[src/hw/fhe_vec_pkg.sv]
package fhe_vec_pkg;

  localparam int FSIZE               = 16;
  localparam int LANES               = 4;
  localparam int VECTOR_SPLIT        = 2;
  localparam int BUFFER_READ_LATENCY = 2;
  localparam int MU_SIZE             = 17;  // floor(2^32/p)

  localparam int APB_AW    = 16;
  localparam int APB_DW    = 32;
  localparam int LANE_BITS = $clog2(LANES);
  localparam int ROW_BITS  = APB_AW - 2 - LANE_BITS;
  localparam int REG_BITS  = APB_AW - 1;

  localparam logic [3:0] OP_MULT        = 4'd1;
  localparam logic [3:0] OP_SCALAR_MULT = 4'd2;
  localparam logic [3:0] OP_ADD         = 4'd3;
  localparam logic [3:0] OP_SCALAR_ADD  = 4'd4;

  localparam logic [REG_BITS-1:0] REG_CTRL    = 'd0;  // op in [3:0], start in [8]
  localparam logic [REG_BITS-1:0] REG_STATUS  = 'd1;  // busy in [0], error in [1]
  localparam logic [REG_BITS-1:0] REG_MODULUS = 'd2;
  localparam logic [REG_BITS-1:0] REG_MU      = 'd3;
  localparam logic [REG_BITS-1:0] REG_SCALAR  = 'd4;

  typedef struct packed {
    logic                sel;  // low for registers
    logic [REG_BITS-1:0] idx;
  } reg_addr_t;

  typedef struct packed {
    logic                 sel;
    logic                 bank;  // 0 is operand 1
    logic [ROW_BITS-1:0]  row;
    logic [LANE_BITS-1:0] lane;
  } mem_addr_t;

  typedef union packed {
    reg_addr_t r;
    mem_addr_t m;
  } apb_addr_u;

endpackage

[src/hw/apb_regs.sv]
`timescale 1ns/1ns

module apb_regs #(
  parameter int WIDTH = 4
) (
  input  logic                                                   clk,
  input  logic                                                   rstn,
  input  logic                                                   psel,
  input  logic                                                   penable,
  input  logic                                                   pwrite,
  input  logic [fhe_vec_pkg::APB_AW-1:0]                         paddr,
  input  logic [fhe_vec_pkg::APB_DW-1:0]                         pwdata,
  output logic [fhe_vec_pkg::APB_DW-1:0]                         prdata,
  output logic                                                   pready,
  output logic                                                   pslverr,
  input  logic                                                   working,
  input  logic                                                   done_in,
  input  logic                                                   bad_op,
  output logic                                                   start,
  output logic [3:0]                                             operation,
  output logic [fhe_vec_pkg::FSIZE-1:0]                          p,
  output logic [fhe_vec_pkg::MU_SIZE-1:0]                        mu,
  output logic [fhe_vec_pkg::FSIZE-1:0]                          scalar,
  output logic [WIDTH-1:0]                                       host_raddr,
  output logic [1:0]                                             host_wren,
  output logic [WIDTH-1:0]                                       host_waddr,
  output logic [fhe_vec_pkg::LANE_BITS-1:0]                      host_lane,
  output logic [fhe_vec_pkg::FSIZE-1:0]                          host_wdata,
  input  logic [fhe_vec_pkg::LANES-1:0][fhe_vec_pkg::FSIZE-1:0]  rdata1,
  input  logic [fhe_vec_pkg::LANES-1:0][fhe_vec_pkg::FSIZE-1:0]  rdata2
);

  localparam int FS  = fhe_vec_pkg::FSIZE;
  localparam int LAT = fhe_vec_pkg::BUFFER_READ_LATENCY;
  localparam int CW  = $clog2(LAT + 1);

  fhe_vec_pkg::apb_addr_u addr;
  logic          access;
  logic          busy;
  logic          is_mem;
  logic          reg_wr;
  logic          mem_wr;
  logic          err;
  logic [CW-1:0] wait_cnt;

  assign addr   = paddr;
  assign access = psel & penable;
  assign busy   = working | start;  // start cycle counts as busy
  assign is_mem = addr.m.sel;
  assign reg_wr = access & pwrite & ~is_mem & ~busy;
  assign mem_wr = access & pwrite & is_mem & ~busy;

  assign host_raddr   = addr.m.row[WIDTH-1:0];
  assign host_waddr   = addr.m.row[WIDTH-1:0];
  assign host_lane    = addr.m.lane;
  assign host_wdata   = pwdata[FS-1:0];
  assign host_wren[0] = mem_wr & ~addr.m.bank;
  assign host_wren[1] = mem_wr & addr.m.bank;

  assign pready  = access & (~is_mem | pwrite | busy | (wait_cnt == CW'(LAT)));
  assign pslverr = access & is_mem & busy;

  always_ff @(posedge clk) begin
    if (!rstn) begin
      wait_cnt <= '0;
    end else if (access && is_mem && !pwrite && !busy && !pready) begin
      wait_cnt <= wait_cnt + 1'b1;  // buffer read latency
    end else begin
      wait_cnt <= '0;
    end
  end

  always_ff @(posedge clk) begin
    if (!rstn) begin
      start     <= 1'b0;
      operation <= '0;
      p         <= '0;
      mu        <= '0;
      scalar    <= '0;
      err       <= 1'b0;
    end else begin
      start <= reg_wr & (addr.r.idx == fhe_vec_pkg::REG_CTRL) & pwdata[8];
      if (bad_op) begin
        err <= 1'b1;
      end else if (done_in) begin
        err <= 1'b0;  // cleared by the next completed run
      end
      if (reg_wr) begin
        case (addr.r.idx)
          fhe_vec_pkg::REG_CTRL:    operation <= pwdata[3:0];
          fhe_vec_pkg::REG_MODULUS: p         <= pwdata[FS-1:0];
          fhe_vec_pkg::REG_MU:      mu        <= pwdata[fhe_vec_pkg::MU_SIZE-1:0];
          fhe_vec_pkg::REG_SCALAR:  scalar    <= pwdata[FS-1:0];
          default: ;
        endcase
      end
    end
  end

  always_comb begin
    prdata = '0;
    if (is_mem) begin
      prdata[FS-1:0] = addr.m.bank ? rdata2[addr.m.lane] : rdata1[addr.m.lane];
    end else begin
      case (addr.r.idx)
        fhe_vec_pkg::REG_CTRL:    prdata[3:0]  = operation;
        fhe_vec_pkg::REG_STATUS:  prdata[1:0]  = {err, busy};
        fhe_vec_pkg::REG_MODULUS: prdata[FS-1:0] = p;
        fhe_vec_pkg::REG_MU:      prdata[fhe_vec_pkg::MU_SIZE-1:0] = mu;
        fhe_vec_pkg::REG_SCALAR:  prdata[FS-1:0] = scalar;
        default: ;
      endcase
    end
  end

endmodule

[config.mk]
export PLATFORM = sky130hd
export DESIGN_NAME = apb_regs
export DESIGN_NICKNAME = d
export VERILOG_FILES = /design/src/hw/fhe_vec_pkg.sv /design/src/hw/apb_regs.sv
export SDC_FILE = /design/constraint.sdc
export NUM_CORES = 1
export LEC_CHECK = 0
export BUFFER_PORTS_ARGS = -buffer_cell sky130_fd_sc_hd__buf_4
export CORE_AREA = 2 2 117 119
export DETAILED_ROUTE_END_ITERATION = 7
export DIE_AREA = 0 0 119 121
export PLACE_DENSITY = 0.68
export SETUP_SLACK_MARGIN = 0.1
export SKIP_CTS_REPAIR_TIMING = 1
export SLEW_MARGIN = 20
export SYNTH_ARGS = -nofsm -noshare
export SYNTH_HDL_FRONTEND = slang
export SYNTH_SLANG_ARGS = --single-unit
export TNS_END_PERCENT = 50
[constraint.sdc]
create_clock -name clk -period 6.3 [get_ports clk]
set_clock_uncertainty 0.2 [all_clocks]
set_input_delay 1.26 -clock clk [delete_from_list [all_inputs] [get_ports clk]]
set_output_delay 1.26 -clock clk [all_outputs]
set_load 0.1 [all_outputs]
# Word-level counts from Yosys, hierarchy flattened
# Cells that the tools add are included.
# W data, S select, Z words.
[word_totals]
regBits = 57
in_bits = 184
word_cells = 61
[op_classes]
add_sub_neg = 1
order_cmp = 1
eq_ne = 5
n_mux = 13
bitwise = 20
n_reduce_logical = 14
[ops]
columns = ["cell", "count"]
rows = [
  ["$bmux W16 S2", 2],
  ["$mux W16", 4],
  ["$pmux W12 S3", 1],
  ["$eq A15 B2 Y1 const B", 2],
  ["$eq A15 B1 Y1 const B", 1],
  ["$eq A15 B3 Y1 const B", 1],
  ["$logic_not A15 Y1", 1],
  ["$and A1 B1 Y1", 13],
  ["$pmux W2 S5", 1],
  ["$reduce_and A2 Y1", 5],
  ["$pmux W2 S4", 1],
  ["$logic_and A1 B1 Y1", 4],
  ["$mux W1", 4],
  ["$or A1 B1 Y1", 4],
  ["$logic_not A1 Y1", 3],
  ["$lt A2 B3 Y1 const B", 1],
  ["$not A1 Y1", 3],
  ["$add A2 B1 Y2 const B", 1],
  ["$eq A2 B2 Y1 const B", 1],
  ["$reduce_bool A2 Y1", 1],
]

# Depth between registers and ports, before layout
[logic_depth]
word_depth = 8
mapped_depth = 7

# Worst setup path before layout
# No wires, ideal clock.
[synth_path]
kind = "input -> output"
start = "input paddr[0] (netlist bit)"
end = "output prdata[16] (netlist bit)"
arrival_time_ns = 4.917
required_ns = 4.840
path_slack_ns = -0.077
cell_stages = 5
cell_sequence = "buf_2 > buf_2 > buf_2 > nand2_1 > nor4_1"
[synth_between]
elab_chain_cells = 3
[synth_rtl]
columns = ["item", "line_no", "source"]
rows = [
  ["start, declared", "apb_regs.sv:11", "input logic [fhe_vec_pkg::APB_AW-1:0] paddr,"],
  ["$eq A15 B2 Y1", "apb_regs.sv:105", "case (addr.r.idx)"],
  ["$mux W1", "apb_regs.sv:105", ""],
  ["$mux W1", "apb_regs.sv:102", "if (is_mem) begin"],
  ["end, declared", "apb_regs.sv:13", "output logic [fhe_vec_pkg::APB_DW-1:0] prdata,"],
]
# No other way between the ends.

# Worst setup path in the final report
[layout_path]
start = "input paddr[0] (netlist bit)"
end = "output prdata[8] (netlist bit)"
[layout_between]
elab_chain_cells = 4
[layout_rtl]
columns = ["item", "line_no"]
rows = [
  ["branches (longest 3 deep; another with $eq A15 B3 Y1)", "n/a"],
  ["$mux W16 *", "apb_regs.sv:102"],
]
# Mark *: on every way between the ends. The select of a mux whose other input is x is not followed.

==> results.sh <==
export IMPL_status="complete, no violations"
export IMPL_grt_max_degree=73
export IMPL_synth_top_family_by_area="multiplexers"
export IMPL_cts_root_buf="clkbuf_16"
export IMPL_max_cap_violations=0
export IMPL_hold_viol_final=0
export IMPL_gp_congestion=0.873
export IMPL_yosys_area_share_simple=0.167
export IMPL_critPathCaptureType="output pin"
export IMPL_synthFlopType="dfxtp_1"
export IMPL_post_dp_hpwl_um=11500
export IMPL_die_x_um=119
export IMPL_clk_latency_ps=320
export IMPL_netlist_area_mm2=0.00409
export IMPL_grt_pass1_wl_um=21800
export IMPL_die_area_mm2=0.0144
export IMPL_routed_via_density=4.93
export IMPL_finalCritPeriodShare=0.778
export IMPL_drc=0
export IMPL_met3_usage=0.0517
export IMPL_ant_nets=0
export IMPL_start_util=0.312
export IMPL_fmax_mhz=204
export IMPL_seq_area_frac_synth=0.279
export IMPL_area_growth_pct=53.0
export IMPL_slowest_stage="buf_4"
export IMPL_fin_nets=816
export IMPL_synth_area_per_cell_um2=10.1
export IMPL_worst_ep_required_time_ps=4840
export IMPL_wirelength_um=14600
export IMPL_synth_top_cell_by_area="dfxtp_1"
export IMPL_synth_mux_area_frac=0.379
export IMPL_die_h_um=121
export IMPL_synthTopCellsByArea="dfxtp_1 28%, mux4_2 18%, mux2i_1 16%"
export IMPL_drive_above_1_share=0.547
export IMPL_cp_max_fo=58
export IMPL_tightest_slew_ps=959
export IMPL_grt_overflow=0
export IMPL_grt_pass1_vias=4074
export IMPL_path_clk_slew_ps=50
export IMPL_wl_per_cell_um=18.0
export IMPL_cts_inserted_buffers=9
export IMPL_finalCriticalPeriod_ps=4900
export IMPL_synthCells=403
export IMPL_r2r_start="start"
export IMPL_synthXorXnorAreaFrac=0
export IMPL_cts_num_sinks=57
export IMPL_setup_violations_final=0
export IMPL_ir_worst_vdd_mv=0.111
export IMPL_slew_headroom=0.360
export IMPL_critPathArrivalTime_ps=3440
export IMPL_vias=4013
export IMPL_use_met1=0.240
export IMPL_startpoint_type="input port"
export IMPL_synth_edff_count=0
export IMPL_grt_met2_usage=0.327
export IMPL_drt_iter0_drc=195
export IMPL_startpoint="paddr[0]"
export IMPL_h_tree_depth=3
export IMPL_synth_compound_area_frac=0.0588
export IMPL_slowest_delay_ps=730
export IMPL_rows=42
export IMPL_ys_async_sr_fraction=0
export IMPL_antenna_found_initial=2
export IMPL_p_leak_uw=0.00285
export IMPL_gr_max_usage_layer="met2"
export IMPL_tritoncts="yes"
export IMPL_cp_common_cell="buf_4"
export IMPL_rsz0062_at_grt="false"
export IMPL_p_per_area_mw_per_mm2=192
export IMPL_synth_fa_ha_area_frac=0.00306
export IMPL_grtUsageTotal=0.195
export IMPL_ys_types=44
export IMPL_fill_cells=1230
export IMPL_ys_ff_latch=57
export IMPL_synth_top_cell_area_share=0.279
export IMPL_drt_first_pass_iters=4
export IMPL_setup_tns_ps=0
export IMPL_cts_max_path_buffers=2
export IMPL_hold_path_startpoint="wait_cnt[0]"
export IMPL_cp_cell_sequence="buf_4 -> mux4_2 -> mux2i_1 -> nor2b_1 -> a221o_1 -> buf_4"
export IMPL_crit_type="input port to output pin"
export IMPL_coreArea_mm2=0.0131
export IMPL_ios=300
export IMPL_min_path_type="flip-flop to flip-flop"
export IMPL_io_buffer_count=269
export IMPL_slew_violations=0
export IMPL_final_util=0.478
export IMPL_synth_warnings=0
-- kinds of logic after synthesis --
| logic type | Yosys count |
|---|---|
| compound gates | 30 |
| fa+ha+maj | 1 |
| simple gates | 128 |
| buf+inv | 73 |
| mux | 113 |
| other cells | 1 |
| flops | 57 |
-- report_power, final --
part           leakage, uW  total (uW)  internal [uW]  switching (uW)
combinational      0.00227         403            142             262
clock             0.000119         437            264             173
sequential        0.000459         361            361           0.190
-- final cells by class --
type / count / area, um^2 / area share
Multi-Input combinational cell: 287 / 2560 / 0.409
Clock inverter: 7 / 47.5 / 0.00760
Timing Repair Buffer: 273 / 2050 / 0.328
Sequential cell: 57 / 1140 / 0.182
Antenna cell: 2 / 5.00 / 0.000800
Tap cell: 176 / 220 / 0.0352
Inverter: 3 / 11.3 / 0.00180
Clock buffer: 9 / 225 / 0.0360
-- synthesized netlist by cell type, types with 2 or more instances --
master,count
nor3_1,3
mux2_2,14
a31oi_1,2
or3_1,2
buf_2,7
o21ai_0,2
a21oi_1,4
nand2_1,76
nor2_1,8
mux2i_1,67
buf_6,2
nand3_1,2
buf_1,5
inv_1,3
dfxtp_1,57
clkbuf_1,13
buf_4,43
nor2b_1,15
mux4_2,32
a22oi_1,4
nor4_4,4
nor3b_1,3
o22ai_1,2
a221o_1,12
nand4_1,2
-- registers in the layout, indices dropped and copies added (netlist names) --
register,cells
scalar,16
start,1
mu,17
err,1
wait_cnt,2
operation,4
p,16
-- critical path: cells and delay by family --
| kind | cells | cell delay (ps) |
|---|---|---|
| buffers and inverters | 2 | 960 |
| muxes | 2 | 800 |
| and+or+nand+nor | 1 | 130 |
| AOI/OAI and AO/OA | 1 | 270 |
-- final timing paths --
| path | endpoint | slack [ps] | depth (start not counted) |
|---|---|---|---|
| worst max-delay path | prdata[8] | 1400 | 6 |
| worst min-delay path | wait_cnt[0] | 210 | 1 |
| worst max register to register | mu[10] | 4090 | 4 |
| worst min register to register | wait_cnt[0] | 210 | 1 |
-- routing by layer --
layer / wire [um] / share of wire / vias up
met1: 5880 / 0.40 / 1917
met5: 0 / 0 / -
li1: - / - / 1881
met2: 7240 / 0.50 / 190
met3: 1130 / 0.077 / 25
met4: 370 / 0.025 / 0
-- metrics by stage --
step / cell area, um^2 / hold slack [ps] / instances / worst slack [ps] / power, uW
6_report: 6260 / 213 / 814 / 1400 / 1200
5_1_grt: 6250 / 248 / 812 / 1250 / 1240
4_1_cts: 6250 / 217 / 812 / 1330 / 1210
3_5_place_dp: 5980 / 210 / 796 / 1330 / 774
3_3_place_gp: 5980 / 209 / 796 / 1380 / 769
2_1_floorplan: 4150 / 192 / 417 / 274 / 660
-- placed cells by master (no fill, tap or decap), drive strengths merged, types with 4 or more instances in the layout --
cell      instances
a21oi             4
a221o            12
a22oi             4
buf             273
clkbuf            9
clkinvlp          5
conb             15
dfxtp            57
mux2             14
mux2i            67
mux4             32
nand2            76
nor2              9
nor2b            15
nor4              6
Note: power is estimated with default switching activity, not from simulation.
