--- src/hw/fhe_vec_pkg.sv ---
package fhe_vec_pkg;

  localparam int FSIZE               = 16;
  localparam int LANES               = 4;
  localparam int VECTOR_SPLIT        = 2;
  localparam int BUFFER_READ_LATENCY = 2;
  localparam int MU_SIZE             = 17;  // floor(2^32/p)

  localparam int APB_AW    = 16;
  localparam int APB_DW    = 32;
  localparam int LANE_BITS = $clog2(LANES);
  localparam int ROW_BITS  = APB_AW - 2 - LANE_BITS;
  localparam int REG_BITS  = APB_AW - 1;

  localparam logic [3:0] OP_MULT        = 4'd1;
  localparam logic [3:0] OP_SCALAR_MULT = 4'd2;
  localparam logic [3:0] OP_ADD         = 4'd3;
  localparam logic [3:0] OP_SCALAR_ADD  = 4'd4;

  localparam logic [REG_BITS-1:0] REG_CTRL    = 'd0;  // op in [3:0], start in [8]
  localparam logic [REG_BITS-1:0] REG_STATUS  = 'd1;  // busy in [0], error in [1]
  localparam logic [REG_BITS-1:0] REG_MODULUS = 'd2;
  localparam logic [REG_BITS-1:0] REG_MU      = 'd3;
  localparam logic [REG_BITS-1:0] REG_SCALAR  = 'd4;

  typedef struct packed {
    logic                sel;  // low for registers
    logic [REG_BITS-1:0] idx;
  } reg_addr_t;

  typedef struct packed {
    logic                 sel;
    logic                 bank;  // 0 is operand 1
    logic [ROW_BITS-1:0]  row;
    logic [LANE_BITS-1:0] lane;
  } mem_addr_t;

  typedef union packed {
    reg_addr_t r;
    mem_addr_t m;
  } apb_addr_u;

endpackage

--- src/hw/delay_line.sv ---
`timescale 1ns/1ns

module delay_line #(
  parameter int DATA_SIZE = 1,
  parameter int DEPTH     = 1
) (
  input  logic                 clk,
  input  logic                 rstn,
  input  logic [DATA_SIZE-1:0] in,
  output logic [DATA_SIZE-1:0] out
);

  logic [DEPTH-1:0][DATA_SIZE-1:0] stage;

  always_ff @(posedge clk) begin
    if (!rstn) begin
      stage <= '0;
    end else begin
      stage[0] <= in;
      for (int i = 1; i < DEPTH; i++) begin
        stage[i] <= stage[i-1];
      end
    end
  end

  assign out = stage[DEPTH-1];

endmodule

--- src/hw/buffer_ram.sv ---
`timescale 1ns/1ns

module buffer_ram #(
  parameter int WIDTH = 4
) (
  input  logic                                                    clk,
  input  logic                                                    rstn,
  input  logic                                                    engine,
  input  logic [WIDTH-1:0]                                        eng_raddr,
  input  logic                                                    eng_wren,
  input  logic [WIDTH-1:0]                                        eng_waddr,
  input  logic [fhe_vec_pkg::LANES-1:0][fhe_vec_pkg::FSIZE-1:0]   eng_wdata,
  input  logic [WIDTH-1:0]                                        host_raddr,
  input  logic                                                    host_wren,
  input  logic [WIDTH-1:0]                                        host_waddr,
  input  logic [fhe_vec_pkg::LANE_BITS-1:0]                       host_lane,
  input  logic [fhe_vec_pkg::FSIZE-1:0]                           host_wdata,
  output logic [fhe_vec_pkg::LANES-1:0][fhe_vec_pkg::FSIZE-1:0]   rdata
);

  localparam int ROW_W = fhe_vec_pkg::LANES * fhe_vec_pkg::FSIZE;

  logic [fhe_vec_pkg::LANES-1:0][fhe_vec_pkg::FSIZE-1:0] mem [2**WIDTH];
  logic [WIDTH-1:0] raddr;
  logic [ROW_W-1:0] rd_word;

  assign raddr   = engine ? eng_raddr : host_raddr;
  assign rd_word = mem[raddr];

  always_ff @(posedge clk) begin
    if (eng_wren) begin
      mem[eng_waddr] <= eng_wdata;  // whole row
    end else if (host_wren) begin
      mem[host_waddr][host_lane] <= host_wdata;
    end
  end

  delay_line #(.DATA_SIZE(ROW_W), .DEPTH(fhe_vec_pkg::BUFFER_READ_LATENCY)) u_rd_pipe (
    .clk(clk), .rstn(rstn), .in(rd_word), .out(rdata)
  );

endmodule

--- config.mk ---
export PLATFORM = sky130hd
export DESIGN_NAME = buffer_ram
export DESIGN_NICKNAME = d
export VERILOG_FILES = /design/src/hw/fhe_vec_pkg.sv /design/src/hw/delay_line.sv /design/src/hw/buffer_ram.sv
export SDC_FILE = /design/constraint.sdc
export NUM_CORES = 1
export LEC_CHECK = 0
export BUFFER_PORTS_ARGS = -buffer_cell sky130_fd_sc_hd__buf_2
export CAP_MARGIN = 5
export CORE_ASPECT_RATIO = 0.7
export CORE_MARGIN = 1.5
export CORE_UTILIZATION = 45
export CTS_CLUSTER_DIAMETER = 50
export DETAILED_ROUTE_END_ITERATION = 8
export GPL_TIMING_DRIVEN = 0
export SLEW_MARGIN = 20
export SYNTH_ARGS = -nofsm -noshare
export SYNTH_HDL_FRONTEND = slang
export SYNTH_HIERARCHICAL = 1
export SYNTH_SLANG_ARGS = --single-unit
--- constraint.sdc ---
create_clock -name clk -period 3.8 [get_ports clk]
set_input_delay 0.76 -clock clk [delete_from_list [all_inputs] [get_ports clk]]
set_output_delay 0.76 -clock clk [all_outputs]
set_load 0.1 [all_outputs]
Word level (Yosys, flattened, before mapping)
Memory sizes are Yosys's and may differ from the RTL's. A register that Yosys moved wholly into a read port is not among the register bits.
Index checks and enable logic that the tools add are counted.

storage, ports and cells
  latch bits = 0
  memories = 1
  input port bits = 103
  ROM bits = 0
  register bits after elaboration = 64
  bits in writable memories = 1024

cells by class
  reductions and logical operators = 3
  order comparisons = 2
  shifts and indexed selects = 0
  equality and inequality tests = 0
  bitwise logic cells = 0
  add/subtract/negate cells = 0
  div/mod/pow operators = 0
  multiply operators = 0
  multiplexer cells = 11

memory list
  memory  depth  bits a word  rd ports  clocked after Yosys merged registers in  write ports  RTL line          text
  mem     16     64           1         1                                        1            buffer_ram.sv:23  logic [fhe_vec_pkg::LANES-1:0][fhe_vec_pkg::FSIZE-1:0] mem [2**WIDTH];

operators by type and width
  cell                  number
  $mux W64              3
  $reduce_or A64 Y1     1
  $demux W16 S2         1
  $mux W16              1
  $mux W4               2
  $mux W1               4
  $lt A2 B3 Y1 const B  1
  $ge A2 B1 Y1 const B  1
  $logic_and A1 B1 Y1   1
  $logic_not A1 Y1      1

Depth between registers and ports, before layout
Gate-level depths: netlist of the first run.

  depth after elaboration = 7
  gate-level depth with buffers = 8
  mapped depth without buffers = 5

Cells and area by module
Netlist of the first run, hierarchy kept.

by module, submodules not included
  module      cells each  instances  area each (sq um)
  buffer_ram  2248        1          40015.9
  delay_line  334         1          4031.4

Worst setup path before layout of the first run
OpenSTA, ideal clock, no wires.

  path type = in2reg
  from = input port host_wren
  to = memory mem[1][0] in the netlist's numbering (enable)
  arrival time = 2619 ps
  library setup time = 388 ps
  path slack = 792 ps
  stages on the path = 5
  required time = 3412 ps
  path through = clkbuf_1 -> or4b_2 -> o31ai_1 -> nand2_1 -> nor2_1

between the ends
  word-level cells in the longest chain between the ends = 5
  elaborated cells on any way between the ends = 6

RTL lines
  what                                                  RTL line          text
  start: declaration                                    buffer_ram.sv:14  input logic host_wren,
  $mux W1 (*)                                           buffer_ram.sv:33  end else if (host_wren) begin
  $mux W1 (*)                                           buffer_ram.sv:31  if (eng_wren) begin
  $mux W64 (implied by the code) (*)                    buffer_ram.sv:34  mem[host_waddr][host_lane] <= host_wdata;
  $reduce_or A64 Y1 (no line)                           n/a
  $mux W4 (no line) / $mux W64 (equally long branches)  n/a
  end: declaration                                      buffer_ram.sv:23

Every way passes the cells marked *; elsewhere a longest branch is shown, timed or not.

Worst setup path after layout of the first run
  from = input port eng_wren
  to = memory mem[11][24] in the netlist's numbering (enable)

between the ends
  word-level cells in the longest chain between the ends = 4
  elaborated cells on any way between the ends = 7

RTL lines
  what                                                  RTL line          text
  start: declaration                                    buffer_ram.sv:10  input logic eng_wren,
  $mux W1                                               buffer_ram.sv:31
  $mux W64 (implied by the code)                        buffer_ram.sv:34
  $reduce_or A64 Y1 (no line)                           n/a
  $mux W4 (no line) / $mux W64 (equally long branches)  n/a

Several ways; a longest one is shown, not always the timed one.

==> metrics, run 1 <==
unrepaired setup endpoints after global routing no; HP Class reg2reg; Pwr Density 554 mW/mm^2; Max-slew headroom 0.260; Hold Vio Cnt, Final 0; vias in the first global route 24100; pre-CTS setup slack -453 ps; area delta synth->final 15.7%; Critical Path AT 3840 ps; Cell Rows 95; Top-Level Pins 167; Final period util 0.904; Routed WL 119 mm; WL per Instance 27.8 um; Detail Route Antenna Nets 0; leakage power 18.6 nW; post-layout min period 3440 ps; clock slew at reported path FFs 60 ps; Hold-fix buffers, CTS 0; Die ar. 0.0998 mm^2; Largest stage delay, worst path 730 ps; initial DRC count 2594; GRT Util Overall 0.238; synthesized area 0.0440 mm^2; Worst setup SP type primary input; Root Buffer Master clkbuf_16; Worst Path Required 4200 ps; Reg area 0.0333 mm^2; fin. max-slew vios 0; Util after Layout 0.528; worst setup margin 364 ps; filler cell count 7774; critical path class in2reg; Peak VDD IR 370 uV; maximum fanout along the worst path 10; syn_nets 2685; first-pass GRT wire length 168 mm; Via-to-Cell Ratio 5.69; largest net degree at the start of global routing 17; NumNets Final 2983; post-synth cell types 36; CTS sink count 1152; Starting Density 0.456; Die Ht 265 um; Antenna Cells 0; DRT Pass-1 Iters 5; CP Capture Type flip-flop; DRC errors left 0; Avg Inst Size Synth 17.1 um^2; achievable frequency 0.291 GHz; Synth warnings 6; cell breakdown of the critical path buf_2 > clkbuf_1 > nand2b_1 > mux2i_1 > nand2_1 > nor2_2 > buf_8; routed vias 24400; status finished, final reports clean; max cap viols 0; clk buf depth 3; initial antenna violation count 5; layout cells sized above 1 0.225; worst-margin pin slew 1110 ps; area of the multi-input gates 0.00975 mm^2; port bufs 165; worst path buffer plus inverter count 3; gpl congestion 0.827; clock latency on the worst-skew pair 710 ps; register bit total from synthesis 1152; CTS resizes 0; cell family with most CP delay simple AND/OR/NAND/NOR gates; Syn Inst Count 2582; setup violators final 0; CTS tree built; total gr overflow 0; core area 0.0965 mm^2; Seq/Total Area, Yosys 0.756; CTS H-Tree Depth 3; clock buffer count from CTS 110; hpwl dp 77.2 mm; Post-CTS Repair Setup Buffers 0; Die W 377 um; Final Skew 23.8 ps; Slowest-stage cell, CP mux2i_1
[flip-flops by register name, summed over array words and instances, names as in the netlist]
name             count
mem               1024
u_rd_pipe/out       64
u_rd_pipe/stage     64
[per-stage QoR]
step | TNS, ps | total power, mW | area (um^2) | std cells | hold slack (ps)
2_1_floorplan | 0 | 16.3 | 44000 | 2582 | 412
3_3_place_gp | -960040 | 17.1 | 46500 | 4056 | 414
3_5_place_dp | -252700 | 17.2 | 47200 | 4076 | 417
4_1_cts | 0 | 28.4 | 50900 | 4279 | 424
5_1_grt | 0 | 29.0 | 51000 | 4280 | 439
6_report | 0 | 28.2 | 51000 | 4280 | 429
[layout by cell type (no fill, tap or decap), types with 4 or more instances in the layout]
master / count
or4_1: 64
clkbuf_8: 9
nor2_4: 44
and2_1: 101
and2_2: 27
o31ai_2: 6
mux2i_1: 514
o22ai_1: 256
buf_2: 218
nand2_1: 162
bufinv_16: 11
buf_8: 8
o21ai_4: 7
clkinv_2: 13
a31oi_2: 4
dfxtp_1: 128
buf_6: 43
clkbuf_1: 23
clkinv_4: 5
nor2_2: 20
clkbuf_16: 115
inv_6: 8
edfxtp_1: 1024
clkinvlp_4: 15
buf_4: 98
clkinv_1: 13
inv_1: 5
[metal layers]
layer	part of all wire	up-vias	global-route usage
li1	-	10600	-
met1	0.43	12500	0.340
met2	0.44	1063	0.349
met3	0.10	189	0.0720
met4	0.029	4	0.0739
met5	0.00021	-	0
[power breakdown]
group          total [mW]  internal (mW)  switching, mW
combinational        2.48          0.756           1.73
sequential           14.4           14.3          0.103
clock                11.3           6.47           4.85
[final timing paths]
kind	endpoint	slack, ps	depth (start not counted)	startpoint
worst max-delay path	mem[11][24]	360	7	eng_wren
worst min-delay path	u_rd_pipe/out[43]	430	1	u_rd_pipe/stage[43]
worst max register to register	u_rd_pipe/stage[1]	2050	4	mem[5][1]
worst min register to register	u_rd_pipe/out[43]	430	1	u_rd_pipe/stage[43]
[cells by family after synthesis]
group	after synthesis	synth area share
and+or+nand+nor	435	0.0530
buffers and inverters	204	0.0325
DFF	1152	0.756
muxes	516	0.117
AOI/OAI and AO/OA	275	0.0408
[synthesized netlist by cell type]
master | n | area share
buf_6 | 31 | 0.0079
nor3b_2 | 2 | 0.00057
o22ai_1 | 256 | 0.036
nor2_1 | 64 | 0.0055
or4b_2 | 2 | 0.00045
mux2i_2 | 1 | 0.00031
clkbuf_4 | 1 | 0.00017
edfxtp_1 | 1024 | 0.70
nand4bb_1 | 2 | 0.00051
or4bb_1 | 1 | 0.00026
dfxtp_1 | 128 | 0.058
nor3_1 | 1 | 0.00011
o31ai_1 | 6 | 0.0010
buf_4 | 97 | 0.017
and3_1 | 1 | 0.00014
and3b_4 | 1 | 0.00028
nand4b_1 | 1 | 0.00020
or4_1 | 64 | 0.011
mux2i_1 | 514 | 0.12
inv_1 | 5 | 0.00043
buf_2 | 53 | 0.0060
a31o_2 | 1 | 0.00020
clkbuf_1 | 14 | 0.0012
nand2_1 | 162 | 0.014
o21ai_4 | 6 | 0.0022
mux2_4 | 1 | 0.00034
buf_1 | 3 | 0.00026
nor2b_1 | 1 | 0.00014
a31oi_1 | 4 | 0.00057
nand2b_1 | 1 | 0.00014
and3b_1 | 2 | 0.00040
and2_2 | 27 | 0.0046
o21ai_2 | 2 | 0.00040
nor3b_4 | 1 | 0.00043
and2_1 | 101 | 0.014
nor4bb_1 | 1 | 0.00023
[area by class of cell]
class / count / area share
sequential: 1152 / 0.654
multi-input combinational: 1226 / 0.191
clock buffer: 134 / 0.0596
tap: 1309 / 0.0321
buffer: 199 / 0.0278
timing repair buffer: 186 / 0.0214
clock inverter: 69 / 0.0140
inverter: 5 / 0.000368
[worst reg2reg max path: stages, from the launching register on]
cell and delay [ps]:
edfxtp_1 370, mux2i_1 180, o22ai_1 110, or4_1 720, and2_1 250
(Power assumes the default switching activity.)
==> run 2, diff against run 1 <==
--- a/config.mk
+++ b/config.mk
@@ -5,10 +5,10 @@
 export SDC_FILE = /design/constraint.sdc
 export NUM_CORES = 1
 export LEC_CHECK = 0
+export ABC_AREA = 1
 export BUFFER_PORTS_ARGS = -buffer_cell sky130_fd_sc_hd__buf_2
 export CAP_MARGIN = 5
 export CORE_ASPECT_RATIO = 0.7
-export CORE_MARGIN = 1.5
 export CORE_UTILIZATION = 45
 export CTS_CLUSTER_DIAMETER = 50
 export DETAILED_ROUTE_END_ITERATION = 8
==> run 2 against run 1 <==
  * Synthesized cell count up 90%
  * Routed wire length is 46% higher
  * Core utilization shrank 0.71 points
  * Hold slack lost 100 ps
  * Highest routed layer unchanged
  * Non-clock buffer count up 161
  * Largest power group unchanged
  * Count of clock-buffer cells in the layout up 11
  * Critical endpoint is now mem[8][19]
  * Worst setup slack worse by 110 ps
  * Combinational power is 46% higher
==> metrics, run 2 <==
status finished, final reports clean (unchanged); gpl congestion 0.918 (was 0.827); Largest stage delay, worst path 740 ps (was 730 ps); setup violators final 0 (unchanged); largest net degree at the start of global routing 17 (unchanged); routed vias 37600 (was 24400); port bufs 164 (was 165); DRC errors left 0 (unchanged); hpwl dp 116 mm (was 77.2 mm); initial antenna violation count 14 (was 5); Slowest-stage cell, CP o31ai_2 (was mux2i_1); vias in the first global route 34000 (was 24100); NumNets Final 5335 (was 2983); final cell count without fillers 6792 (was 4280); maximum fanout along the worst path 10 (unchanged); Detail Route Antenna Nets 0 (unchanged); setup slack, reg-to-reg 2420 ps (was 2050 ps); fin. max-slew vios 0 (unchanged); count leader, synth nand3_1 (was edfxtp_1); Largest register FFs 1024 (unchanged); GRT Util Overall 0.304 (was 0.238); Syn Inst Count 4918 (was 2582); achievable frequency 0.282 GHz (was 0.291 GHz); clk buf depth 3 (unchanged); Top-Level Pins 167 (unchanged); post-synthesis async set-or-reset flop share 0 (unchanged); most frequent cells in the layout nand3_1 (1216), inv_1 (1037), edfxtp_1 (1024) (was edfxtp_1 (1024), mux2i_1 (514), o22ai_1 (256)); Cell Rows 102 (was 95); Max-slew headroom 0.159 (was 0.260); Largest Register mem (unchanged); leakage power 25.7 nW (was 18.6 nW); layout cells sized above 1 0.142 (was 0.225); clock latency on the worst-skew pair 750 ps (was 710 ps); largest cells by area after synthesis edfxtp_1 (61%), nand3_1 (12%), inv_1 (7.8%), nand2_1 (7.1%), dfxtp_1 (5.1%) (was edfxtp_1 (70%), mux2i_1 (12%), dfxtp_1 (5.8%), o22ai_1 (3.6%), buf_4 (1.7%)); Placed Cells incl. Taps 6571 (was 4076); Via-to-Cell Ratio 5.54 (was 5.69); CTS H-Tree Depth 3 (unchanged); clock slew at reported path FFs 70 ps (was 60 ps); Worst Path Required 4260 ps (was 4200 ps); commonest non-fill, non-tap cell in the layout nand3_1 (was edfxtp_1); clock buffer count from CTS 115 (was 110); syn_nets 5021 (was 2685); Critical Path AT 4000 ps (was 3840 ps); HP Class in2reg (was reg2reg); Final Skew 29.0 ps (was 23.8 ps); Hold Vio Cnt, Final 0 (unchanged); register bit total from synthesis 1152 (unchanged); Synth Flop Type edfxtp_1 (unchanged); worst r2r src mem[14][37] (was mem[5][1]); cell breakdown of the critical path buf_2 > inv_2 > nand2_2 > o31ai_2 > inv_1 > clkbuf_1 > nor2_2 > buf_6 (was buf_2 > clkbuf_1 > nand2b_1 > mux2i_1 > nand2_1 > nor2_2 > buf_8); Avg Inst Size Synth 10.2 um^2 (was 17.1 um^2); Synth warnings 6 (unchanged); area delta synth->final 14.8% (was 15.7%); CTS tree built (unchanged); WL per Instance 25.5 um (was 27.8 um); Starting Density 0.454 (was 0.456); DRT Pass-1 Iters 6 (was 5); Synth top area share 0.613 (was 0.698); critical path class in2reg (unchanged); Peak VDD IR 401 uV (was 370 uV); crit path from eng_wren (unchanged); initial DRC count 5093 (was 2594); unrepaired setup endpoints after global routing no (unchanged); worst reg2reg path depth 8 (was 4); total gr overflow 0 (unchanged); Worst setup SP type primary input (unchanged); Seq/Total Area, Yosys 0.664 (was 0.756); CP Capture Type flip-flop (unchanged); top cells by count, synth nand3_1 (1216), inv_1 (1037), edfxtp_1 (1024) (was edfxtp_1 (1024), mux2i_1 (514), o22ai_1 (256)); max cap viols 0 (unchanged); first-pass GRT wire length 242 mm (was 168 mm); Final period util 0.932 (was 0.904); CTS sink count 1152 (unchanged); core area 0.111 mm^2 (was 0.0965 mm^2); area leader, netlist edfxtp_1 (unchanged); post-synth cell types 22 (was 36); post-layout min period 3540 ps (was 3440 ps); EDFF count, synth 1024 (unchanged); Root Buffer Master clkbuf_16 (unchanged); Util after Layout 0.521 (was 0.528); Die ar. 0.113 mm^2 (was 0.0998 mm^2); Die Ht 281 um (was 265 um); Die W 401 um (was 377 um); synthesized area 0.0502 mm^2 (was 0.0440 mm^2); hold path depth 3 (was 1); worst-margin pin slew 1260 ps (was 1110 ps); Hold-fix buffers, CTS 0 (unchanged); Pwr Density 513 mW/mm^2 (was 554 mW/mm^2); Routed WL 173 mm (was 119 mm); HP Start rstn (was u_rd_pipe/stage[43])
==> run 2: cell types whose count changed in the layout (fill, tap and decap cells not counted), moves of 20 or more <==
cell / delta
mux2i_1: -514
or4_1: -64
buf_2: +162
buf_4: -21
nand2_1: +781
nand3b_1: +128
inv_1: +1032
and2_1: -101
o22ai_1: -256
and2_2: -27
nand3_1: +1216
clkbuf_1: +28
buf_6: -20
==> run 2: cell families after synthesis <==
logic type	Yosys count	synth area share
AND/OR/NAND/NOR	2367	0.218
buffers and inverters	1391	0.117
flip-flops	1152	0.664
AO/OA/AOI/OAI	8	0.000973
==> run 2: cell type report <==
class	count	area, um^2
inverter	1042	3910
tap	1456	1820
clock inverter	67	594
buffer	349	1980
antenna	9	22.5
multi-input combinational	2375	11400
clock buffer	145	3100
fill	9790	52900
timing repair buffer	197	1440
sequential	1152	33300
==> run 2: routing by layer <==
layer / share of wire / GRT usage
met1: 0.41 / 0.438
met2: 0.40 / 0.413
met3: 0.15 / 0.0986
met4: 0.047 / 0.144
met5: 0.00032 / 0
==> run 2: metrics by stage <==
step / total power [mW] / instance area (um^2) / setup WS (ps) / setup TNS (ps) / hold WS (ps)
after detailed placement: 18.3 / 53800 / -540 / -54490 / 395
after floorplan: 16.8 / 50200 / 1160 / 0 / 390
after global placement: 18.2 / 52800 / -1220 / -832990 / 393
final: 29.5 / 57600 / 257 / 0 / 327
after CTS: 29.5 / 57500 / 247 / 0 / 302
after global routing: 30.3 / 57600 / 275 / 0 / 336
==> run 2: worst max-delay path: cells and delay by family <==
family / cells / cell delay, ps
simple gates: 2 / 1060
compound gates: 1 / 740
buf+inv: 5 / 1430
==> run 2: final timing paths <==
| path | endpoint |
|---|---|
| hold / removal | u_rd_pipe/stage[63] |
| setup / recovery | mem[8][19] |
| hold reg to reg | u_rd_pipe/out[1] |
| setup reg to reg | u_rd_pipe/stage[37] |
==> run 2: power breakdown <==
part	internal [mW]	switching, mW
combinational	0.844	2.78
clock	6.28	5.12
sequential	14.4	0.106
total	21.5	8.01
==> run 2: timing repair <==
item | CTS | global route
gates resized for setup | 0 | 1
setup endpoints to repair | 0 | 106
setup buffers | 0 | 0
