<file path="config.mk">
export PLATFORM = sky130hd
export DESIGN_NAME = vector_control
export DESIGN_NICKNAME = d
export VERILOG_FILES = /design/src/hw/fhe_vec_pkg.sv /design/src/hw/delay_line.sv /design/src/hw/elem_mult.sv /design/src/hw/elem_add.sv /design/src/hw/vector_control.sv
export SDC_FILE = /design/constraint.sdc
export NUM_CORES = 2
export LEC_CHECK = 0
export ABC_AREA = 1
export BUFFER_PORTS_ARGS = -buffer_cell sky130_fd_sc_hd__buf_2
export CORE_MARGIN = 3
export CORE_UTILIZATION = 45
export DETAILED_ROUTE_END_ITERATION = 16
export PLACE_DENSITY = 0.63
export SYNTH_ARGS = -nofsm -noshare
export SYNTH_HDL_FRONTEND = slang
export SYNTH_SLANG_ARGS = --single-unit
export TNS_END_PERCENT = 5
</file>
<file path="constraint.sdc">
create_clock -name clk -period 17 [get_ports clk]
set_input_delay 2.55 -clock clk [delete_from_list [all_inputs] [get_ports clk]]
set_output_delay 2.55 -clock clk [all_outputs]
set_load 0.1 [all_outputs]
</file>
<file path="src/hw/fhe_vec_pkg.sv">
package fhe_vec_pkg;

  localparam int FSIZE               = 16;
  localparam int LANES               = 4;
  localparam int VECTOR_SPLIT        = 2;
  localparam int BUFFER_READ_LATENCY = 2;
  localparam int MU_SIZE             = 17;  // floor(2^32/p)

  localparam int APB_AW    = 16;
  localparam int APB_DW    = 32;
  localparam int LANE_BITS = $clog2(LANES);
  localparam int ROW_BITS  = APB_AW - 2 - LANE_BITS;
  localparam int REG_BITS  = APB_AW - 1;

  localparam logic [3:0] OP_MULT        = 4'd1;
  localparam logic [3:0] OP_SCALAR_MULT = 4'd2;
  localparam logic [3:0] OP_ADD         = 4'd3;
  localparam logic [3:0] OP_SCALAR_ADD  = 4'd4;

  localparam logic [REG_BITS-1:0] REG_CTRL    = 'd0;  // op in [3:0], start in [8]
  localparam logic [REG_BITS-1:0] REG_STATUS  = 'd1;  // busy in [0], error in [1]
  localparam logic [REG_BITS-1:0] REG_MODULUS = 'd2;
  localparam logic [REG_BITS-1:0] REG_MU      = 'd3;
  localparam logic [REG_BITS-1:0] REG_SCALAR  = 'd4;

  typedef struct packed {
    logic                sel;  // low for registers
    logic [REG_BITS-1:0] idx;
  } reg_addr_t;

  typedef struct packed {
    logic                 sel;
    logic                 bank;  // 0 is operand 1
    logic [ROW_BITS-1:0]  row;
    logic [LANE_BITS-1:0] lane;
  } mem_addr_t;

  typedef union packed {
    reg_addr_t r;
    mem_addr_t m;
  } apb_addr_u;

endpackage

</file>
<file path="src/hw/delay_line.sv">
`timescale 1ns/1ns

module delay_line #(
  parameter int DATA_SIZE = 1,
  parameter int DEPTH     = 1
) (
  input  logic                 clk,
  input  logic                 rstn,
  input  logic [DATA_SIZE-1:0] in,
  output logic [DATA_SIZE-1:0] out
);

  logic [DEPTH-1:0][DATA_SIZE-1:0] stage;

  always_ff @(posedge clk) begin
    if (!rstn) begin
      stage <= '0;
    end else begin
      stage[0] <= in;
      for (int i = 1; i < DEPTH; i++) begin
        stage[i] <= stage[i-1];
      end
    end
  end

  assign out = stage[DEPTH-1];

endmodule

</file>
<file path="src/hw/elem_mult.sv">
`timescale 1ns/1ns

module elem_mult (
  input  logic                             clk,
  input  logic                             rstn,
  input  logic                             in_valid,
  input  logic                             in_last,
  input  logic [fhe_vec_pkg::FSIZE-1:0]    op1,
  input  logic [fhe_vec_pkg::FSIZE-1:0]    op2,
  input  logic [fhe_vec_pkg::FSIZE-1:0]    p,
  input  logic [fhe_vec_pkg::MU_SIZE-1:0]  mu,
  output logic [fhe_vec_pkg::FSIZE-1:0]    out,
  output logic                             out_valid,
  output logic                             out_last
);

  localparam int FS = fhe_vec_pkg::FSIZE;
  localparam int MS = fhe_vec_pkg::MU_SIZE;

  logic [2*FS-1:0] prod_s1;
  logic [2*FS-1:0] prod_s2;
  logic [FS+MS:0]  qm;
  logic [FS:0]     q_s2;
  logic [2*FS:0]   qp;
  logic [FS+1:0]   r0;
  logic [FS+1:0]   r1;
  logic [FS+1:0]   r2;
  logic [1:0]      ctl;

  assign qm = prod_s1[2*FS-1:FS-1] * mu;  // high bits times mu
  assign qp = q_s2 * p;
  assign r0 = prod_s2[FS+1:0] - qp[FS+1:0];  // below 3p
  assign r1 = (r0 >= p) ? r0 - p : r0;
  assign r2 = (r1 >= p) ? r1 - p : r1;

  always_ff @(posedge clk) begin
    prod_s1 <= op1 * op2;
    prod_s2 <= prod_s1;
    q_s2    <= qm[FS+MS:MS];
    out     <= r2[FS-1:0];
  end

  delay_line #(.DATA_SIZE(2), .DEPTH(3)) u_ctl (
    .clk(clk), .rstn(rstn), .in({in_valid, in_last}), .out(ctl)
  );

  assign out_valid = ctl[1];
  assign out_last  = ctl[0];

endmodule

</file>
<file path="src/hw/elem_add.sv">
`timescale 1ns/1ns

module elem_add (
  input  logic                           clk,
  input  logic                           rstn,
  input  logic                           in_valid,
  input  logic                           in_last,
  input  logic [fhe_vec_pkg::FSIZE-1:0]  op1,
  input  logic [fhe_vec_pkg::FSIZE-1:0]  op2,
  input  logic [fhe_vec_pkg::FSIZE-1:0]  p,
  output logic [fhe_vec_pkg::FSIZE-1:0]  out,
  output logic                           out_valid,
  output logic                           out_last
);

  localparam int FS = fhe_vec_pkg::FSIZE;

  logic [FS:0] sum_s1;  // keeps the carry
  logic [FS:0] diff;
  logic [1:0]  ctl;

  assign diff = sum_s1 - p;

  always_ff @(posedge clk) begin
    sum_s1 <= op1 + op2;
    out    <= (sum_s1 >= p) ? diff[FS-1:0] : sum_s1[FS-1:0];
  end

  delay_line #(.DATA_SIZE(2), .DEPTH(2)) u_ctl (
    .clk(clk), .rstn(rstn), .in({in_valid, in_last}), .out(ctl)
  );

  assign out_valid = ctl[1];
  assign out_last  = ctl[0];

endmodule

</file>
<file path="src/hw/vector_control.sv">
`timescale 1ns/1ns

module vector_control #(
  parameter int WIDTH = 4
) (
  input  logic                                                   clk,
  input  logic                                                   rstn,
  input  logic                                                   start,
  input  logic [3:0]                                             operation,
  input  logic [fhe_vec_pkg::FSIZE-1:0]                          p,
  input  logic [fhe_vec_pkg::MU_SIZE-1:0]                        mu,
  input  logic [fhe_vec_pkg::FSIZE-1:0]                          scalar,
  input  logic [fhe_vec_pkg::LANES-1:0][fhe_vec_pkg::FSIZE-1:0]  rdata1,
  input  logic [fhe_vec_pkg::LANES-1:0][fhe_vec_pkg::FSIZE-1:0]  rdata2,
  output logic [WIDTH-1:0]                                       raddr,
  output logic                                                   wren,
  output logic [WIDTH-1:0]                                       waddr,
  output logic [fhe_vec_pkg::LANES-1:0][fhe_vec_pkg::FSIZE-1:0]  wdata,
  output logic                                                   working,
  output logic                                                   done,
  output logic                                                   bad_op
);

  localparam int FS   = fhe_vec_pkg::FSIZE;
  localparam int HALF = fhe_vec_pkg::LANES / fhe_vec_pkg::VECTOR_SPLIT;
  localparam int SB   = $clog2(fhe_vec_pkg::VECTOR_SPLIT);
  localparam int LAT  = fhe_vec_pkg::BUFFER_READ_LATENCY;

  logic                 loading;
  logic                 draining;
  logic [WIDTH+SB-1:0]  load_idx;
  logic [WIDTH+SB-1:0]  store_idx;
  logic                 is_mult;
  logic                 is_add;
  logic                 is_scalar;
  logic                 mult_in_valid;
  logic                 add_in_valid;
  logic [SB:0]          rd_ctl;
  logic                 rd_last;
  logic [SB-1:0]        rd_split;
  logic                 unit_last;
  logic [HALF-1:0][FS-1:0] a1;
  logic [HALF-1:0][FS-1:0] a2;
  logic [HALF-1:0][FS-1:0] b_op;
  logic [HALF-1:0][FS-1:0] mult_res;
  logic [HALF-1:0][FS-1:0] add_res;
  logic [HALF-1:0][FS-1:0] res;
  logic [HALF-1:0]      mult_vld;
  logic [HALF-1:0]      mult_lst;
  logic [HALF-1:0]      add_vld;
  logic [HALF-1:0]      add_lst;
  logic                 res_valid;
  logic                 res_last;

  assign is_mult   = (operation == fhe_vec_pkg::OP_MULT) ||
                     (operation == fhe_vec_pkg::OP_SCALAR_MULT);
  assign is_add    = (operation == fhe_vec_pkg::OP_ADD) ||
                     (operation == fhe_vec_pkg::OP_SCALAR_ADD);
  assign is_scalar = (operation == fhe_vec_pkg::OP_SCALAR_MULT) ||
                     (operation == fhe_vec_pkg::OP_SCALAR_ADD);

  assign working = loading | draining;
  assign raddr   = load_idx[WIDTH+SB-1:SB];

  // valids skip the capture register, so one cycle longer
  delay_line #(.DATA_SIZE(1), .DEPTH(LAT+1)) u_mult_vld (
    .clk(clk), .rstn(rstn), .in(loading & is_mult), .out(mult_in_valid)
  );

  delay_line #(.DATA_SIZE(1), .DEPTH(LAT+1)) u_add_vld (
    .clk(clk), .rstn(rstn), .in(loading & is_add), .out(add_in_valid)
  );

  delay_line #(.DATA_SIZE(SB+1), .DEPTH(LAT)) u_rd_ctl (
    .clk(clk), .rstn(rstn), .in({loading & (&load_idx), load_idx[SB-1:0]}), .out(rd_ctl)
  );

  assign rd_last  = rd_ctl[SB];
  assign rd_split = rd_ctl[SB-1:0];

  for (genvar i = 0; i < HALF; i++) begin : g_unit
    assign b_op[i] = is_scalar ? scalar : a2[i];

    elem_mult u_mult (
      .clk(clk), .rstn(rstn), .in_valid(mult_in_valid), .in_last(unit_last),
      .op1(a1[i]), .op2(b_op[i]), .p(p), .mu(mu),
      .out(mult_res[i]), .out_valid(mult_vld[i]), .out_last(mult_lst[i])
    );

    elem_add u_add (
      .clk(clk), .rstn(rstn), .in_valid(add_in_valid), .in_last(unit_last),
      .op1(a1[i]), .op2(b_op[i]), .p(p),
      .out(add_res[i]), .out_valid(add_vld[i]), .out_last(add_lst[i])
    );
  end

  assign res_valid = is_mult ? &mult_vld : &add_vld;
  assign res_last  = is_mult ? &mult_lst : &add_lst;
  assign res       = is_mult ? mult_res : add_res;

  always_ff @(posedge clk) begin
    for (int i = 0; i < HALF; i++) begin
      a1[i] <= rdata1[rd_split*HALF+i];  // half picked by split id
      a2[i] <= rdata2[rd_split*HALF+i];
    end
    if (res_valid) begin
      waddr <= store_idx[WIDTH+SB-1:SB];
      for (int i = 0; i < HALF; i++) begin
        wdata[store_idx[SB-1:0]*HALF+i] <= res[i];
      end
    end
  end

  always_ff @(posedge clk) begin
    if (!rstn) begin
      loading   <= 1'b0;
      draining  <= 1'b0;
      load_idx  <= '0;
      store_idx <= '0;
      unit_last <= 1'b0;
      wren      <= 1'b0;
      done      <= 1'b0;
      bad_op    <= 1'b0;
    end else begin
      wren      <= 1'b0;
      done      <= 1'b0;
      bad_op    <= 1'b0;
      unit_last <= rd_last;
      if (start && !working) begin
        if (is_mult || is_add) begin
          loading   <= 1'b1;
          load_idx  <= '0;
          store_idx <= '0;
        end else begin
          bad_op <= 1'b1;  // no run
        end
      end
      if (loading) begin
        load_idx <= load_idx + 1'b1;
        if (&load_idx) begin
          loading  <= 1'b0;
          draining <= 1'b1;
        end
      end
      if (res_valid) begin
        store_idx <= store_idx + 1'b1;
        if (store_idx[SB-1:0] == SB'(fhe_vec_pkg::VECTOR_SPLIT - 1)) begin
          wren <= 1'b1;  // row complete
        end
        if (res_last) begin
          draining <= 1'b0;
          done     <= 1'b1;
        end
      end
    end
  end

endmodule

</file>
---- After elaboration in Yosys (flattened, before gate mapping) ----
Cells that the tools add are included.
word-level totals
  flip-flop bits (word level) ............. 400
  bits in latches ......................... 0
  bits in writable memories ............... 0
  ROM bits ................................ 0
  bits of input ports ..................... 184
  logic and storage cells ................. 139
  memories ................................ 0
operators by class
  add/subtract/negate cells ............... 14
  $mul .................................... 6
  divide/modulo/power cells ............... 0
  magnitude comparators ................... 12
  equal/unequal tests ..................... 4
  shift-type cells ........................ 0
  mux-type cells .......................... 40
  bitwise gates (word level) .............. 4
  reductions and logical operators ........ 17
operators with widths
  kind                   count
  $mux W16               14
  $bwmux W64             2
  $ge A18 B16 Y1         4
  $mul A17 B17 Y34       2
  $bmux W16 S2           2
  $mul A16 B16 Y32       2
  $sub A16 B16 Y16       4
  $mul A17 B16 Y18       2
  $mux W18               2
  $sub A18 B16 Y18       2
  $sub A18 B18 Y18       2
  $add A16 B16 Y17       2
  $ge A17 B16 Y1         2
  $demux W16 S2          1
  $mux W32               1
  $mux W5                4
  $demux W16 S1          1
  $mux W1                13
  $add A5 B1 Y5 const B  2
  $eq A4 B2 Y1 const B   2
  $reduce_and A2 Y1      4
  $reduce_bool A2 Y1     4
  $add A2 B1 Y3 const B  2
  $lt A2 B3 Y1 const B   2
  11 further kinds       19

---- Depth between registers and ports, before layout ----
  word-level depth ........................ 7
  gate-level depth with buffers ........... 53
  depth with buffers taken out ............ 49

---- Modules after synthesis ----
A second synthesis with hierarchy kept.
unflattened totals
  cell total of the unflattened synthesis .. 8759
  area, all modules ....................... 67606.1 um^2
modules (own cells, without submodules)
  module                                    instances  cells each  area each (um^2)  sequential area each (um^2)
  elem_mult at g_unit[0].u_mult             1          3629        27714.1           1661.6
  elem_mult at g_unit[1].u_mult             1          3638        27659.0           1661.6
  vector_control                            1          510         5801.8            3643.5
  elem_add                                  2          441         2765.2            660.6
  delay_line at g_unit[0].u_add.u_ctl ...   3          14          125.1             80.1
  delay_line at g_unit[0].u_mult.u_ctl ...  2          20          180.2             120.1
  delay_line at u_add_vld ...               2          9           82.6              60.1

---- Least setup slack after synthesis ----
OpenSTA, ideal clock, no wires.
  path kind ............................... input port to flip-flop
  from .................................... in p[6] in the netlist's numbering
  to ...................................... reg g_unit[0].u_mult.out[11] in the netlist's numbering
  setup time .............................. 0.112 ns
  arrival ................................. 10.836 ns
  required time ........................... 16.888 ns
  slack ................................... 6.052 ns
  stages on the path ...................... 48
  buffers on the path ..................... 4
  path through ............................ clkbuf_1 -> clkbuf_1 -> nand2_1 -> fa_1 -> inv_1 -> fa_1 -> fa_1 -> inv_1 -> fa_1 -> fa_1 -> inv_1 -> fa_1 -> inv_1 -> ha_1 -> a21o_1 -> a21oi_1 -> nand3_1 -> nand2_1 -> [... 12 more ...] -> nand2_1 -> nand2_1 -> inv_1 -> ha_1 -> fa_1 -> nor2_1 -> nor2_1 -> o21ai_0 -> a21boi_1 -> o21ai_0 -> nand2_1 -> a21oi_1 -> nor3_1 -> nand3b_1 -> inv_2 -> buf_2 -> nand3_1 -> nand2_1
between the ends
  longest elaborated chain between the ends .. 6
  elaborated cells between the ends (all ways) .. 8
  those cells by class .................... add/sub: 3; mul: 1; order compare: 2; mux: 2
ends and longest elaborated chain
  what                                                       RTL line              RTL
  from (decl)                                                vector_control.sv:10  input logic [fhe_vec_pkg::FSIZE-1:0] p,
  $mul A17 B16 Y18                                           elem_mult.sv:31       assign qp = q_s2 * p;
  $sub A18 B18 Y18                                           elem_mult.sv:32       assign r0 = prod_s2[FS+1:0] - qp[FS+1:0];
  $sub A18 B16 Y18 / $ge A18 B16 Y1 (equally long branches)  elem_mult.sv:33       assign r1 = (r0 >= p) ? r0 - p : r0;
  $mux W18                                                   elem_mult.sv:33
  $sub A16 B16 Y16 / $ge A18 B16 Y1 (equally long branches)  elem_mult.sv:34       assign r2 = (r1 >= p) ? r1 - p : r1;
  $mux W16 (*)                                               elem_mult.sv:34
  named net g_unit[0].u_mult.r2[11]                          elem_mult.sv:27       logic [FS+1:0] r2;
  to (signal assigned)                                       elem_mult.sv:40       out <= r2[FS-1:0];
  to (decl)                                                  elem_mult.sv:12       output logic [fhe_vec_pkg::FSIZE-1:0] out,
The timed path passes the listed nets; every way through them passes the cells marked *.
A chain may end at the register's enable or synchronous reset.

---- Final worst setup path ----
  from .................................... in p[1] in the netlist's numbering
  to ...................................... reg g_unit[0].u_mult.out[15] in the netlist's numbering
Same word-level chain as after synthesis.

==> flow_summary_export.csv <==
group,metric,value,unit
run_status,status,"complete, no violations",
final_layout,fin_nets,10100,
timing,finalSetupViolations,0,
global_route,grt_pass1_vias,54000,
route,drc,0,
route,vias,51000,
placement,numPortBuffers,259,
timing,hold_violations,0,
cts,cts_resized,0,
setup_path,r2r_start,"g_unit[0].u_mult.q_s2[4]$_DFF_P_",
setup_path,cp_max_fo,41,
logic_synthesis,ys_async_sr_fraction,0,
die,ios,260,
global_route,grt_max_degree,65,
logic_synthesis,yosysSeqAreaShare,0.133,
setup_path,critPathTopFamily,"adder cells",
final_layout,seq_area,8650,sq um
setup_path,crit_slowest_cell,"fa_1",
global_route,antenna_found_initial,8,
final_layout,drive_above_1_share,0.0625,
logic_synthesis,syn_area_per_cell,8.00,sq um
placement,post-dp-hpwl,146,mm
route,wl_per_cell,18.0,microns
cts,cts.clk_slew.worst_paths,0.06,ns
setup_path,crit_arrival,12.08,ns
setup_path,crit_path_max_incr_delay,0.51,ns
final_layout,multi_input_area,47200,sq um
hold_path,holdPathStages,0,
die,fp.dieW,386,microns
logic_synthesis,synth_warnings,0,
die,initial_utilization,0.456,
cts,post_cts_buffers,0,
setup_path,reg2reg_depth,46,
setup_path,worstSetupStartpointType,"primary input",
global_route,grt_util_met3,0.0385,
logic_synthesis,synth_cells,8111,
logic_synthesis,synth_seq_cells,398,
timing,rsz0062_at_grt,"no",
cts,clkSinkCount,398,
logic_synthesis,synth_top_flop_cell,"dfxtp_1",
cts,clockRootBuffer,"clkbuf_16",
logic_synthesis,synth.largest_area_cell,"fa_1",
timing,fin_skew,0.0329,ns
logic_synthesis,synth.most_common_cell,"inv_1",
cts,cts_buffer_depth,3,
setup_path,ff2ff_setup_slack,7.28,ns
cts,cts.hold.buffers_added,0,
timing,relSlewSlack,0.273,
global_route,busiest_layer,"met2",
logic_synthesis,netlist_area,64900,sq um
logic_synthesis,synth_edf_count,68,
timing,period_needed,11.48,ns
route,ant_nets,0,
route,drt_iter0_markers,3383,
timing,slew_violations,0,
final_layout,nFillCells,13800,
job,max_cap_violations,0,
hold_path,hold_start,"g_unit[0].u_mult.prod_s1[13]$_DFF_P_",
global_route,grtUsageTotal,0.250,
timing,fin_setup_tns,0,ns
global_route,grtUsageMet2,0.419,
setup_path,critPathBufInv,10,
logic_synthesis,syn-num-nets,10000,
global_route,grt_first_pass_wirelength,291,mm
cts,cts_max_level,2,
die,rows,138,
die,core,142000,sq um
timing,holdWs,0.308,ns
logic_synthesis,synth.distinct_cells,59,
final_layout,area_delta_synth_final,6.77,%
global_route,gr-usage-met1,0.328,
hold_path,min_to,"g_unit[0].u_mult.prod_s2[13]$_DFF_P_",
logic_synthesis,yosysTopAreaCellShare,0.337,
setup_path,end_kind,"register",
route,dr.pass1.iters,5,
timing,worst_pin_slew,1.09,ns
die,die_y,386,microns
hold_path,hold_class,"register to register",
die,dieArea,149000,sq um
timing,post-route-period-util,0.675,
timing,fmaxAchievable,87.1,MHz
setup_path,cp_common_cell,"nand2_1",
cts,clk_latency,0.66,ns
placement,place_congestion,0.933,
route,wirelength,182,mm
logic_synthesis,synthTopCellsByCount,"2079 x inv_1, 1908 x nand2_1, 1092 x fa_1",
cts,cts_tree,"done",
cts,numCtsBuffers,48,
route,routed_via_density,5.06,
global_route,grt_overflow,0,
setup_path,worst-setup-path-type,"primary input to register",
setup_path,r2r-end,"g_unit[0].u_mult.out[15]$_DFF_P_",
logic_synthesis,synthTopCellsByArea,"fa_1 34%, ha_1 13%, inv_1 12%, nand2_1 11%, dfxtp_1 10%",
setup_path,required,17.60,ns
==> metal layers <==
metal,share of wire,vias to the layer above
li1,-,24000
met1,0.43,25100
met2,0.47,1649
met3,0.067,323
met4,0.039,0
met5,0,-
==> cell usage in the layout, fill, tap and decap left out, types with 43 or more instances in the layout <==
cell / synthesis / final
a21oi_1: 305 / 305
buf_2: 17 / 259
clkbuf_16: 0 / 48
dfxtp_1: 330 / 329
edfxtp_1: 68 / 68
fa_1: 1092 / 1092
ha_1: 661 / 661
inv_1: 2079 / 2079
mux2_2: 64 / 64
nand2_1: 1908 / 1908
nand3_1: 159 / 159
nand4_1: 59 / 59
nor2_1: 423 / 421
o21ai_0: 120 / 115
or2_2: 43 / 43
xnor2_1: 109 / 109
xor2_1: 146 / 146
==> sequential cells by signal (all words and copies together), names as in the netlist, 2 cells and up <==
signal,flops
a2,32
g_unit.u_mult.u_ctl.out,2
g_unit.u_mult.out,32
waddr,4
u_add_vld.stage,2
g_unit.u_mult.prod_s2,36
u_mult_vld.stage,2
g_unit.u_mult.prod_s1,64
g_unit.u_add.u_ctl.out,2
g_unit.u_add.sum_s1,34
u_rd_ctl.stage,2
store_idx,5
g_unit.u_add.out,32
load_idx,5
g_unit.u_add.u_ctl.stage,2
u_rd_ctl.out,2
g_unit.u_mult.q_s2,34
g_unit.u_mult.u_ctl.stage,2
a1,32
wdata,64
==> logic make-up (layout without fill, tap and decap cells) <==
family / Yosys count / in the layout / synth area share
flip-flops: 398 / 398 / 0.133
other: 0 / 3 / 0
AO/OA/AOI/OAI: 572 / 572 / 0.0498
XOR/XNOR: 256 / 256 / 0.0347
buffers and inverters: 2394 / 2476 / 0.140
multiplexers: 80 / 80 / 0.0136
AND/OR/NAND/NOR: 2658 / 2658 / 0.164
adder cells (fa/ha/maj): 1753 / 1753 / 0.464
==> worst max path at each step <==
stage                     from                          endpoint  slack, ns  cells past startpoint
after floorplan           p[6]  g_unit[0].u_mult.out[11]$_DFF_P_       6.05                     48
after global placement    p[1]  g_unit[0].u_mult.out[10]$_DFF_P_       5.10                     47
after detailed placement  p[4]   g_unit[0].u_mult.out[0]$_DFF_P_       4.92                     47
after CTS                 p[1]   g_unit[0].u_mult.out[6]$_DFF_P_       5.61                     48
after global routing      p[4]  g_unit[0].u_mult.out[15]$_DFF_P_       4.58                     46
final                     p[1]  g_unit[0].u_mult.out[15]$_DFF_P_       5.52                     48
==> layout make-up <==
type	count	share of cell area
Sequential cell	398	0.125
Antenna cell	3	0.000108
Inverter	2096	0.114
Timing Repair Buffer	290	0.0221
Clock buffer	58	0.0185
Clock inverter	32	0.00628
Multi-Input combinational cell	5319	0.681
Tap cell	1890	0.0341
==> metrics by stage <==
stage	worst slack, ns	utilization	std cells	cell area (sq um)
2_1_floorplan	6.05	-	8111	64900
3_3_place_gp	5.10	0.474	9993	67600
3_5_place_dp	4.92	0.474	9993	67600
4_1_cts	5.61	0.486	10100	69300
5_1_grt	4.58	0.486	10100	69300
6_report	5.52	0.486	10100	69300
Power is left out: the tool's default activity adds up to more than one toggle a clock period on the data nets, which glitch-free logic cannot reach.
